## src/ex_mem_cfg.svh

```systemverilog
// ex_mem config: shared widths, flag bit positions and pc reset value
`ifndef EX_MEM_CFG_SVH
`define EX_MEM_CFG_SVH

// datapath and register file
`define EX_MEM_DATA_W 16
`define EX_MEM_REG_AW 4

// flags are ordered Z, V, N from msb down
`define EX_MEM_FLAG_W 3
`define EX_MEM_FLAG_Z 2
`define EX_MEM_FLAG_V 1
`define EX_MEM_FLAG_N 0

// value the registered branch target takes out of reset
`define EX_MEM_PC_RST 16'h0000

`endif

```

## src/ex_mem_pkg.sv

```systemverilog
// ex_mem package: opcode and branch condition encodings, instruction word views
`include "ex_mem_cfg.svh"
`default_nettype none

package ex_mem_pkg;

  // values 13 and 14 are unused and decode as no-ops
  typedef enum logic [3:0] {
    OP_ADD = 4'd0,
    OP_SUB = 4'd1,
    OP_AND = 4'd2,
    OP_OR  = 4'd3,
    OP_XOR = 4'd4,
    OP_SLL = 4'd5,
    OP_SRL = 4'd6,
    OP_SRA = 4'd7,
    OP_LW  = 4'd8,
    OP_SW  = 4'd9,
    OP_LHB = 4'd10,
    OP_LLB = 4'd11,
    OP_B   = 4'd12,
    OP_HLT = 4'd15
  } opcode_e;

  typedef enum logic [2:0] {
    COND_NE     = 3'd0,
    COND_EQ     = 3'd1,
    COND_GT     = 3'd2,
    COND_LT     = 3'd3,
    COND_GE     = 3'd4,
    COND_LE     = 3'd5,
    COND_OV     = 3'd6,
    COND_UNCOND = 3'd7
  } cond_e;

  typedef struct packed {
    opcode_e                   opcode;
    logic [`EX_MEM_REG_AW-1:0] rd;
    logic [`EX_MEM_REG_AW-1:0] rs;
    logic [3:0]                imm4;
  } r_fmt_t;

  typedef struct packed {
    opcode_e    opcode;
    cond_e      cond;
    logic [8:0] offset;
  } b_fmt_t;

  // same 16-bit word, register form or branch form
  typedef union packed {
    r_fmt_t r_fmt;
    b_fmt_t b_fmt;
  } instr_u;

endpackage

`default_nettype wire

```

## src/ex_alu.sv

```systemverilog
// ex_alu: saturating add/sub, logic, shifts, byte loads and address calc with flags
`include "ex_mem_cfg.svh"
`timescale 1ns/1ps
`default_nettype none

module ex_alu (
  input  ex_mem_pkg::instr_u         instr,
  input  logic [`EX_MEM_DATA_W-1:0]  op_a,
  input  logic [`EX_MEM_DATA_W-1:0]  op_b,
  output logic [`EX_MEM_DATA_W-1:0]  result,
  output logic [`EX_MEM_FLAG_W-1:0]  flags,
  output logic [`EX_MEM_FLAG_W-1:0]  flags_we
);

  ex_mem_pkg::opcode_e        op;
  logic [`EX_MEM_DATA_W-1:0] sum;
  logic [`EX_MEM_DATA_W-1:0] diff;
  logic [`EX_MEM_DATA_W-1:0] sat_val;
  logic [`EX_MEM_DATA_W-1:0] addr_off;
  logic [7:0]                imm8;
  logic                      add_ovf;
  logic                      sub_ovf;
  logic                      ovf;

  assign op   = instr.r_fmt.opcode;
  assign imm8 = {instr.r_fmt.rd, instr.r_fmt.imm4};

  assign sum  = op_a + op_b;
  assign diff = op_a - op_b;

  // signed overflow from operand and result signs
  assign add_ovf = (op_a[15] == op_b[15]) && (sum[15] != op_a[15]);
  assign sub_ovf = (op_a[15] != op_b[15]) && (diff[15] != op_a[15]);

  // overflow always goes toward the sign of op_a
  assign sat_val = op_a[15] ? 16'h8000 : 16'h7fff;

  // word address step, imm4 counts halfwords
  assign addr_off = {{11{instr.r_fmt.imm4[3]}}, instr.r_fmt.imm4, 1'b0};

  always_comb begin
    result   = '0;
    ovf      = 1'b0;
    flags_we = '0;
    case (op)
      ex_mem_pkg::OP_ADD: begin
        result   = add_ovf ? sat_val : sum;
        ovf      = add_ovf;
        flags_we = '1;
      end
      ex_mem_pkg::OP_SUB: begin
        result   = sub_ovf ? sat_val : diff;
        ovf      = sub_ovf;
        flags_we = '1;
      end
      ex_mem_pkg::OP_AND: begin
        result                  = op_a & op_b;
        flags_we[`EX_MEM_FLAG_Z] = 1'b1;
      end
      ex_mem_pkg::OP_OR: begin
        result                  = op_a | op_b;
        flags_we[`EX_MEM_FLAG_Z] = 1'b1;
      end
      ex_mem_pkg::OP_XOR: begin
        result                  = op_a ^ op_b;
        flags_we[`EX_MEM_FLAG_Z] = 1'b1;
      end
      ex_mem_pkg::OP_SLL: begin
        result                  = op_a << instr.r_fmt.imm4;
        flags_we[`EX_MEM_FLAG_Z] = 1'b1;
      end
      ex_mem_pkg::OP_SRL: begin
        result                  = op_a >> instr.r_fmt.imm4;
        flags_we[`EX_MEM_FLAG_Z] = 1'b1;
      end
      ex_mem_pkg::OP_SRA: begin
        result                  = $signed(op_a) >>> instr.r_fmt.imm4;
        flags_we[`EX_MEM_FLAG_Z] = 1'b1;
      end
      ex_mem_pkg::OP_LW,
      ex_mem_pkg::OP_SW: begin
        result = op_a + addr_off;
      end
      ex_mem_pkg::OP_LHB: begin
        result = {imm8, op_a[7:0]};
      end
      ex_mem_pkg::OP_LLB: begin
        result = {op_a[15:8], imm8};
      end
      default: begin
        result = '0;
      end
    endcase
  end

  // flags_we picks which of these reach the flag register
  always_comb begin
    flags                 = '0;
    flags[`EX_MEM_FLAG_Z] = (result == '0);
    flags[`EX_MEM_FLAG_V] = ovf;
    flags[`EX_MEM_FLAG_N] = result[`EX_MEM_DATA_W-1];
  end

endmodule

`default_nettype wire

```

## src/branch_resolve.sv

```systemverilog
// branch_resolve: conditional branch test on the flag register and pc-relative target
`include "ex_mem_cfg.svh"
`timescale 1ns/1ps
`default_nettype none

module branch_resolve (
  input  ex_mem_pkg::instr_u        instr,
  input  logic [`EX_MEM_DATA_W-1:0] pc,
  input  logic [`EX_MEM_FLAG_W-1:0] flag_reg,
  output logic                      taken,
  output logic [`EX_MEM_DATA_W-1:0] target
);

  logic z;
  logic v;
  logic n;
  logic cond_met;

  assign z = flag_reg[`EX_MEM_FLAG_Z];
  assign v = flag_reg[`EX_MEM_FLAG_V];
  assign n = flag_reg[`EX_MEM_FLAG_N];

  always_comb begin
    case (instr.b_fmt.cond)
      ex_mem_pkg::COND_NE:     cond_met = !z;
      ex_mem_pkg::COND_EQ:     cond_met = z;
      ex_mem_pkg::COND_GT:     cond_met = !z && !n;
      ex_mem_pkg::COND_LT:     cond_met = n;
      ex_mem_pkg::COND_GE:     cond_met = !n;
      ex_mem_pkg::COND_LE:     cond_met = z || n;
      ex_mem_pkg::COND_OV:     cond_met = v;
      ex_mem_pkg::COND_UNCOND: cond_met = 1'b1;
      default:                 cond_met = 1'b0;
    endcase
  end

  assign taken = (instr.b_fmt.opcode == ex_mem_pkg::OP_B) && cond_met;

  // offset is relative to the next instruction
  assign target = pc + 16'd1 + {{7{instr.b_fmt.offset[8]}}, instr.b_fmt.offset};

endmodule

`default_nettype wire

```

## src/ex_mem_pipe.sv

```systemverilog
// ex_mem_pipe: EX/MEM register with control decode, flag register, stall hold and reset
`include "ex_mem_cfg.svh"
`timescale 1ns/1ps
`default_nettype none

module ex_mem_pipe (
  input  logic                      clk,
  input  logic                      rst_n,
  input  logic                      stall,
  input  logic                      ex_valid,
  input  ex_mem_pkg::instr_u        ex_instr,
  input  logic [`EX_MEM_DATA_W-1:0] alu_result,
  input  logic [`EX_MEM_FLAG_W-1:0] alu_flags,
  input  logic [`EX_MEM_FLAG_W-1:0] flags_we,
  input  logic                      branch_taken,
  input  logic [`EX_MEM_DATA_W-1:0] branch_target,
  input  logic [`EX_MEM_DATA_W-1:0] ex_store_data,
  output logic [`EX_MEM_FLAG_W-1:0] flag_reg,
  output logic                      mem_valid,
  output logic [`EX_MEM_REG_AW-1:0] mem_rd,
  output logic                      mem_reg_write,
  output logic                      mem_mem_read,
  output logic                      mem_mem_write,
  output logic                      mem_mem_to_reg,
  output logic [`EX_MEM_DATA_W-1:0] mem_alu_result,
  output logic [`EX_MEM_DATA_W-1:0] mem_store_data,
  output logic                      mem_branch_taken,
  output logic [`EX_MEM_DATA_W-1:0] mem_branch_target,
  output logic                      mem_hlt,
  output logic [`EX_MEM_FLAG_W-1:0] mem_flags
);

  ex_mem_pkg::opcode_e op;
  logic                is_alu;
  logic                dec_reg_write;
  logic                dec_mem_read;
  logic                dec_mem_write;
  logic                dec_hlt;
  logic                dec_taken;

  assign op = ex_instr.r_fmt.opcode;

  // opcodes 0 to 7 are the register alu ops
  assign is_alu = (op[3] == 1'b0);

  assign dec_reg_write = ex_valid && (is_alu || op == ex_mem_pkg::OP_LHB ||
                         op == ex_mem_pkg::OP_LLB || op == ex_mem_pkg::OP_LW);
  assign dec_mem_read  = ex_valid && (op == ex_mem_pkg::OP_LW);
  assign dec_mem_write = ex_valid && (op == ex_mem_pkg::OP_SW);
  assign dec_hlt       = ex_valid && (op == ex_mem_pkg::OP_HLT);
  assign dec_taken     = ex_valid && branch_taken;

  always_ff @(posedge clk or negedge rst_n) begin
    if (!rst_n) begin
      mem_valid         <= 1'b0;
      mem_rd            <= '0;
      mem_reg_write     <= 1'b0;
      mem_mem_read      <= 1'b0;
      mem_mem_write     <= 1'b0;
      mem_mem_to_reg    <= 1'b0;
      mem_alu_result    <= '0;
      mem_store_data    <= '0;
      mem_branch_taken  <= 1'b0;
      mem_branch_target <= `EX_MEM_PC_RST;
      mem_hlt           <= 1'b0;
    end else if (!stall) begin
      mem_valid         <= ex_valid;
      mem_rd            <= ex_instr.r_fmt.rd;
      mem_reg_write     <= dec_reg_write;
      mem_mem_read      <= dec_mem_read;
      mem_mem_write     <= dec_mem_write;
      mem_mem_to_reg    <= dec_mem_read;
      mem_alu_result    <= alu_result;
      mem_store_data    <= ex_store_data;
      mem_branch_taken  <= dec_taken;
      mem_branch_target <= branch_target;
      mem_hlt           <= dec_hlt;
    end
  end

  // per-flag update, logic ops touch Z only
  always_ff @(posedge clk or negedge rst_n) begin
    if (!rst_n) begin
      flag_reg <= '0;
    end else if (!stall && ex_valid) begin
      flag_reg <= (flag_reg & ~flags_we) | (alu_flags & flags_we);
    end
  end

  assign mem_flags = flag_reg;

endmodule

`default_nettype wire

```

## src/ex_mem_stage.sv

```systemverilog
// ex_mem_stage: execute stage alu and branch resolver feeding the EX/MEM register
`include "ex_mem_cfg.svh"
`timescale 1ns/1ps
`default_nettype none

module ex_mem_stage (
  input  logic                      clk,
  input  logic                      rst_n,
  input  logic                      stall,
  input  logic                      ex_valid,
  input  ex_mem_pkg::instr_u        ex_instr,
  input  logic [`EX_MEM_DATA_W-1:0] ex_pc,
  input  logic [`EX_MEM_DATA_W-1:0] ex_op_a,
  input  logic [`EX_MEM_DATA_W-1:0] ex_op_b,
  input  logic [`EX_MEM_DATA_W-1:0] ex_store_data,
  output logic                      mem_valid,
  output logic [`EX_MEM_REG_AW-1:0] mem_rd,
  output logic                      mem_reg_write,
  output logic                      mem_mem_read,
  output logic                      mem_mem_write,
  output logic                      mem_mem_to_reg,
  output logic [`EX_MEM_DATA_W-1:0] mem_alu_result,
  output logic [`EX_MEM_DATA_W-1:0] mem_store_data,
  output logic                      mem_branch_taken,
  output logic [`EX_MEM_DATA_W-1:0] mem_branch_target,
  output logic                      mem_hlt,
  output logic [`EX_MEM_FLAG_W-1:0] mem_flags
);

  logic [`EX_MEM_DATA_W-1:0] alu_result;
  logic [`EX_MEM_FLAG_W-1:0] alu_flags;
  logic [`EX_MEM_FLAG_W-1:0] alu_flags_we;
  logic [`EX_MEM_FLAG_W-1:0] flag_reg;
  logic                      branch_taken;
  logic [`EX_MEM_DATA_W-1:0] branch_target;

  ex_alu alu_i (
    .instr    (ex_instr),
    .op_a     (ex_op_a),
    .op_b     (ex_op_b),
    .result   (alu_result),
    .flags    (alu_flags),
    .flags_we (alu_flags_we)
  );

  // flags come back registered from the pipe
  branch_resolve br_i (
    .instr    (ex_instr),
    .pc       (ex_pc),
    .flag_reg (flag_reg),
    .taken    (branch_taken),
    .target   (branch_target)
  );

  ex_mem_pipe pipe_i (
    .clk               (clk),
    .rst_n             (rst_n),
    .stall             (stall),
    .ex_valid          (ex_valid),
    .ex_instr          (ex_instr),
    .alu_result        (alu_result),
    .alu_flags         (alu_flags),
    .flags_we          (alu_flags_we),
    .branch_taken      (branch_taken),
    .branch_target     (branch_target),
    .ex_store_data     (ex_store_data),
    .flag_reg          (flag_reg),
    .mem_valid         (mem_valid),
    .mem_rd            (mem_rd),
    .mem_reg_write     (mem_reg_write),
    .mem_mem_read      (mem_mem_read),
    .mem_mem_write     (mem_mem_write),
    .mem_mem_to_reg    (mem_mem_to_reg),
    .mem_alu_result    (mem_alu_result),
    .mem_store_data    (mem_store_data),
    .mem_branch_taken  (mem_branch_taken),
    .mem_branch_target (mem_branch_target),
    .mem_hlt           (mem_hlt),
    .mem_flags         (mem_flags)
  );

endmodule

`default_nettype wire

```

## config.mk

```make
export PLATFORM = sky130hd
export DESIGN_NAME = ex_mem_stage
export DESIGN_NICKNAME = d
export VERILOG_FILES = /design/src/ex_mem_pkg.sv /design/src/ex_alu.sv /design/src/branch_resolve.sv /design/src/ex_mem_pipe.sv /design/src/ex_mem_stage.sv
export VERILOG_INCLUDE_DIRS = /design/src
export SDC_FILE = /design/constraint.sdc
export NUM_CORES = 1
export LEC_CHECK = 0
export ABC_AREA = 1
export ABC_CLOCK_PERIOD_IN_PS = 1900
export BUFFER_PORTS_ARGS = -buffer_cell sky130_fd_sc_hd__buf_2
export CELL_PAD_IN_SITES_DETAIL_PLACEMENT = 0
export CELL_PAD_IN_SITES_GLOBAL_PLACEMENT = 1
export CORE_ASPECT_RATIO = 1.1
export CORE_MARGIN = 8
export CORE_UTILIZATION = 43
export DETAILED_ROUTE_END_ITERATION = 10
export GPL_TIMING_DRIVEN = 1
export PLACE_DENSITY_LB_ADDON = 0.1
export RECOVER_POWER = 50
export SLEW_MARGIN = 20
export SYNTH_ARGS = -nofsm -noshare
export SYNTH_HDL_FRONTEND = slang
export SYNTH_HIERARCHICAL = 1
export SYNTH_SLANG_ARGS = --single-unit
export TNS_END_PERCENT = 10
```

## constraint.sdc

```tcl
create_clock -name clk -period 1.9 [get_ports clk]
set_input_delay 0.19 -clock clk [delete_from_list [all_inputs] [get_ports clk]]
set_output_delay 0.19 -clock clk [all_outputs]
set_load 0.1 [all_outputs]
```

; ---- Word level (Yosys, flattened, before mapping)
; Cells that the tools add are included.
[classes]
addsub = 5
n_eq_ne = 24
n_shift = 3
muxes = 8
n_bitwise = 8
reduce_logical = 23
[ops]
columns = op, n
row1 = case mux 16 bit (11 select lines), 1
row2 = adder 16 bit, 3
row3 = 2-to-1 mux 16 bit, 3
row4 = == test 4 bit (second input constant), 6
row5 = adder 16 x 1 -> 16 bit (second input constant), 1
row6 = bitwise AND 16 bit, 1
row7 = == test 4 x 3 -> 1 bit (second input constant), 4
row8 = zero test 16 bit, 1
row9 = OR 16 bit, 1
row10 = << shifter 16 x 4 -> 16 bit, 1
row11 = >> shifter 16 x 4 -> 16 bit, 1
row12 = >>> shifter 16 x 4 -> 16 bit, 1
row13 = subtractor 16 bit, 1
row14 = bitwise XOR 16 bit, 1
row15 = == test 3 bit (second input constant), 4
row16 = logical AND 1 bit, 10
row17 = == test 4 x 2 -> 1 bit (second input constant), 2
row18 = case mux 1 bit (8 select lines), 1
row19 = OR reduction 8 bit, 1
row20 = bitwise AND 3 bit, 2
row21 = == test 3 x 2 -> 1 bit (second input constant), 2
row22 = == test 4 x 1 -> 1 bit (second input constant), 1
row23 = zero test 4 bit, 1
row24 = logical OR 1 bit, 4
row25 = other kinds (12), 17
[totals]
ff_bits = 61
in_bits = 84
out_inout_bits = 62
elab_cells = 82

; ---- Longest topological paths before layout
[logic_depth]
ltp_word = 8
depth_mapped = 29
ltp_nobuf = 28

; ---- Cells and area by module
; Netlist, hierarchy kept.
[by_module_without_submodules]
columns = module, n_inst, cells_per_inst, area_each_um2, seq_area_each_um2
row1 = ex_alu, 1, 1184, 5781.8, 0.0
row2 = ex_mem_pipe, 1, 275, 2424.8, 1526.5
row3 = branch_resolve, 1, 201, 1021.0, 0.0

; ---- Worst setup path before layout
; Ideal clock, no wire load.
[synth_path]
path_kind = input port to flip-flop
start = input ex_op_a[4]
end = register (tool-made name)
arrival_ns = 3.196
required_ns = 1.835
slack_ns = -1.362
path_stages = 26
cell_sequence = inv_1 -> ha_1 -> buf_4 -> nor2_1 -> nand3_1 -> nand3_1 -> nand2_1 -> nand3_1 -> a21oi_1 -> o21ba_2 -> fa_1 -> inv_1 -> nor2_1 -> nor2_1 -> nand2_1 -> buf_4 -> nand2_1 -> o21ai_0 -> nand3_1 -> a21oi_1 -> nand2_1 -> nor2_1 -> nand2_1 -> nor2_1 -> nand3_1 -> nand2_1
[synth_lines]
columns = element, line
row1 = start: declaration, ex_mem_stage.sv:13  ; input logic [`EX_MEM_DATA_W-1:0] ex_op_a,

==> impl_results.md <==
* Status: finished, violations left
* Failing checks: setup timing
* Area share of the largest cell type after synthesis at a little over a quarter
* Area leader, netlist: nand2_1
* Share of layout cells above drive strength 1 at 29.6%
* Die Span Y at 170 um
* Min Clock Period, post-route at 3.10 ns
* Overall power at between 0.007 and 0.008 W
* Number of flops mapped to enable cells by yosys at 0
* GRT overflow at 0
* Root buf cell: clkbuf_16
* Commonest cells in the netlist: 672 x nand2_1, 200 x nand3_1, 199 x inv_1
* Max Fclk at 0.323 GHz
* Syn nets at 1,829
* Antenna-violating nets left at 0
* Post-route setup slack at -1.20 ns
* Largest net degree at the start of global routing at 55
* I/O Buffers at 145
* Row count at 56
* Clock latency on the worst-skew pair at 0.33 ns
* # IOs at 146
* Most frequent cell after synthesis: nand2_1
* Max H-tree Level at 3
* Max-capacitance violation count at 0
* Most used DFF post-synth: dfrtp_1
* Area grow syn2layout at 44.8%
* Initial antenna violation count at 1
* Clk_skew at 0.000922 ns
* Final cell count without fillers at 2,389
* Vias per cell at 5.06
* Vias in the first global route at around 12,000
* Yosys reg bits at 61
* Starting DRT DRC Count at 810
* Clock Sinks at between 60 and 70
* Max rail drop VDD at 463 uV
* Final #Nets at between 2,000 and 2,500
* Actual slew at the worst max-slew pin at just over 0.9 ns
* Critical path type: in -> reg
* Die X-Extent at 156 um
* Final Cycle Share at 163%
* Leak Pwr at roughly 7.9 nW
* DRC violations left at 0
* Cell Area, Synth at 0.00923 mm^2
* Worst setup SP type: input pin
* Final setup vio count at 19
* Req. time, crit path at 2.17 ns
* Worst path arrival time at 3.37 ns
* Hold Vio Cnt, Final at 0
* Post-Place Worst Slack at -1.79 ns
* RSZ-0062 raised after global routing: yes
* Worst min path class: in -> reg
* Detailed Place HPWL at 33,300 um
* Vias post-DR at 12,093
* Starting Density at 43.5%
* P per Cell Area at 597 mW/mm^2
* CTS buffer count at 9
* Ys Warns at 6
* Post-synthesis sequential area ratio at 16.5%
* Die area at 0.0264 mm^2
* Clk pin slew, worst setup/hold paths at roughly 0.06 ns
* Met3 WL at ~2600 um
* Mapped Cells at about 1,700
* CP max FO at 5
* Met2 wire len at 18,700 um
* Top Registers: pipe_i/mem_alu_result (16), pipe_i/mem_branch_target (16), pipe_i/mem_store_data (16)
* Total wire length at 39,800 um
* DP Cell Count at 2,362
* Top cells by area, synth: nand2_1 27%, dfrtp_1 17%, ha_1 11%, nand3_1 11%, inv_1 8.1%
* Tot GR Track Use at 29.8%
* Router iterations before antenna repair at 8
* Critical path capture point type: flop
* GP Congestion at 1.02
* Hold slack at 0.0520 ns
* Pins Over Slew Limit at 0
* Top layer in use: met4
* Routed met1 length at 16,500 um
* CTS tree: yes
* FFs w/ async S/R, synth at between 90% and 100%
* Slew margin rel. at a little under two fifths
* Core Region at 0.0212 mm^2
* Syn Area/Cell at 5.56 um^2
* Cell variety after synth at 45
* Avg WL per Cell at 16.6 um
* First-pass GRT wire length at slightly above 60,000 um
* CTS max path bufs at 2
## what timing repair did
item	CTS	global route
setup buffers	6	2
gates resized for setup	54	34
endpoints found under the setup margin	19	21
gates cloned	1	0
endpoints found under the hold margin	24	0
hold buffers	1	0
pin swaps	39	9
## through the flow
| stage | utilization [%] | setup TNS, ns | instance area, um^2 |
|---|---|---|---|
| after global placement | 59.8 | -27.93 | 12700 |
| after CTS | 62.3 | -16.93 | 13200 |
| after detailed placement | 59.8 | -29.26 | 12700 |
| after floorplan | - | -17.49 | 9490 |
| final | 62.9 | -17.88 | 13400 |
| after global routing | 62.9 | -20.74 | 13400 |
## placed cells by master, fill, tap and decap left out, drive strengths merged
cell,instances
nand2,688
buf,477
inv,214
nand3,202
nor2,165
ha,80
a21oi,69
dfrtp,61
o21ai,50
nor3,14
nand4,13
xor2,13
clkbuf,10
nand3b,7
fa,5
o21bai,4
o22ai,4
and2,3
diode,2
a31oi,2
a21o,2
xnor2,2
clkinvlp,2
or2,2
o21ba,1
o211ai,1
o21a,1
o2111ai,1
and3,1
clkinv,1
bufinv,1
dlygate4sd3,1
## routing by layer
metal	global-route usage [%]	vias up
met5	0	-
met4	14.4	0
met1	36.2	5478
met3	3.44	88
met2	51.4	449
li1	-	6078
## layout make-up
cell class / count / area [um^2]
fillers: 2159 / 7870
multi-input cells: 1330 / 6890
repair buffers: 479 / 3440
flip-flops and latches: 61 / 1530
inverters: 211 / 835
well taps: 290 / 363
clock buffers: 9 / 225
clock inverters: 7 / 82.6
diodes: 2 / 5.00
## where the power goes
part / switching, W / internal (W) / leakage (nW)
clock network: 0.000624 / 0.00103 / 0.145
registers: 0.0000969 / 0.00147 / 0.767
logic: 0.00323 / 0.00153 / 6.95
## cells by family after synthesis
logic type               Yosys count  synth area share (%)
XOR/XNOR                          15                  1.42
AND/OR/NAND/NOR                 1094                  49.4
buffers and inverters            270                  12.9
adder cells (fa/ha/maj)           85                  11.9
AO/OA/AOI/OAI                    135                  7.88
flip-flops                        61                  16.5
## final timing paths
kind	start	endpoint	slack (ns)	cells past startpoint
setup / recovery	ex_op_a[12]	flop	-1.20	25
hold reg to reg	pipe_i/mem_alu_result[0]	pipe_i/mem_alu_result[0]	0.47	2
hold / removal	ex_store_data[3]	pipe_i/mem_store_data[3]	0.05	3
min in group asynchronous	rst_n	pipe_i/mem_store_data[5]	0.39	2
max in group asynchronous	rst_n	pipe_i/mem_branch_target[13]	0.92	3
setup reg to reg	flop	pipe_i/mem_branch_taken	0.78	6
## critical path: stages
cell and delay, ns:
buf_8 0.10, inv_4 0.05, ha_4 0.21, nor2_4 0.14, inv_2 0.07, nor3_4 0.19, nand2_2 0.08, nand3_2 0.10
a21oi_2 0.06, o21ba_2 0.20, fa_1 0.53, inv_1 0.06, nor2_2 0.13, nor2_4 0.06, nand2_1 0.22, nand3_1 0.11
nand2_1 0.07, nand3_1 0.07, nor2_1 0.17, nand2_1 0.09, nor2_1 0.11, nand2_1 0.10, nor2_1 0.11, nand3_1 0.08
nand2_1 0.07
(Power assumes the default switching activity.)
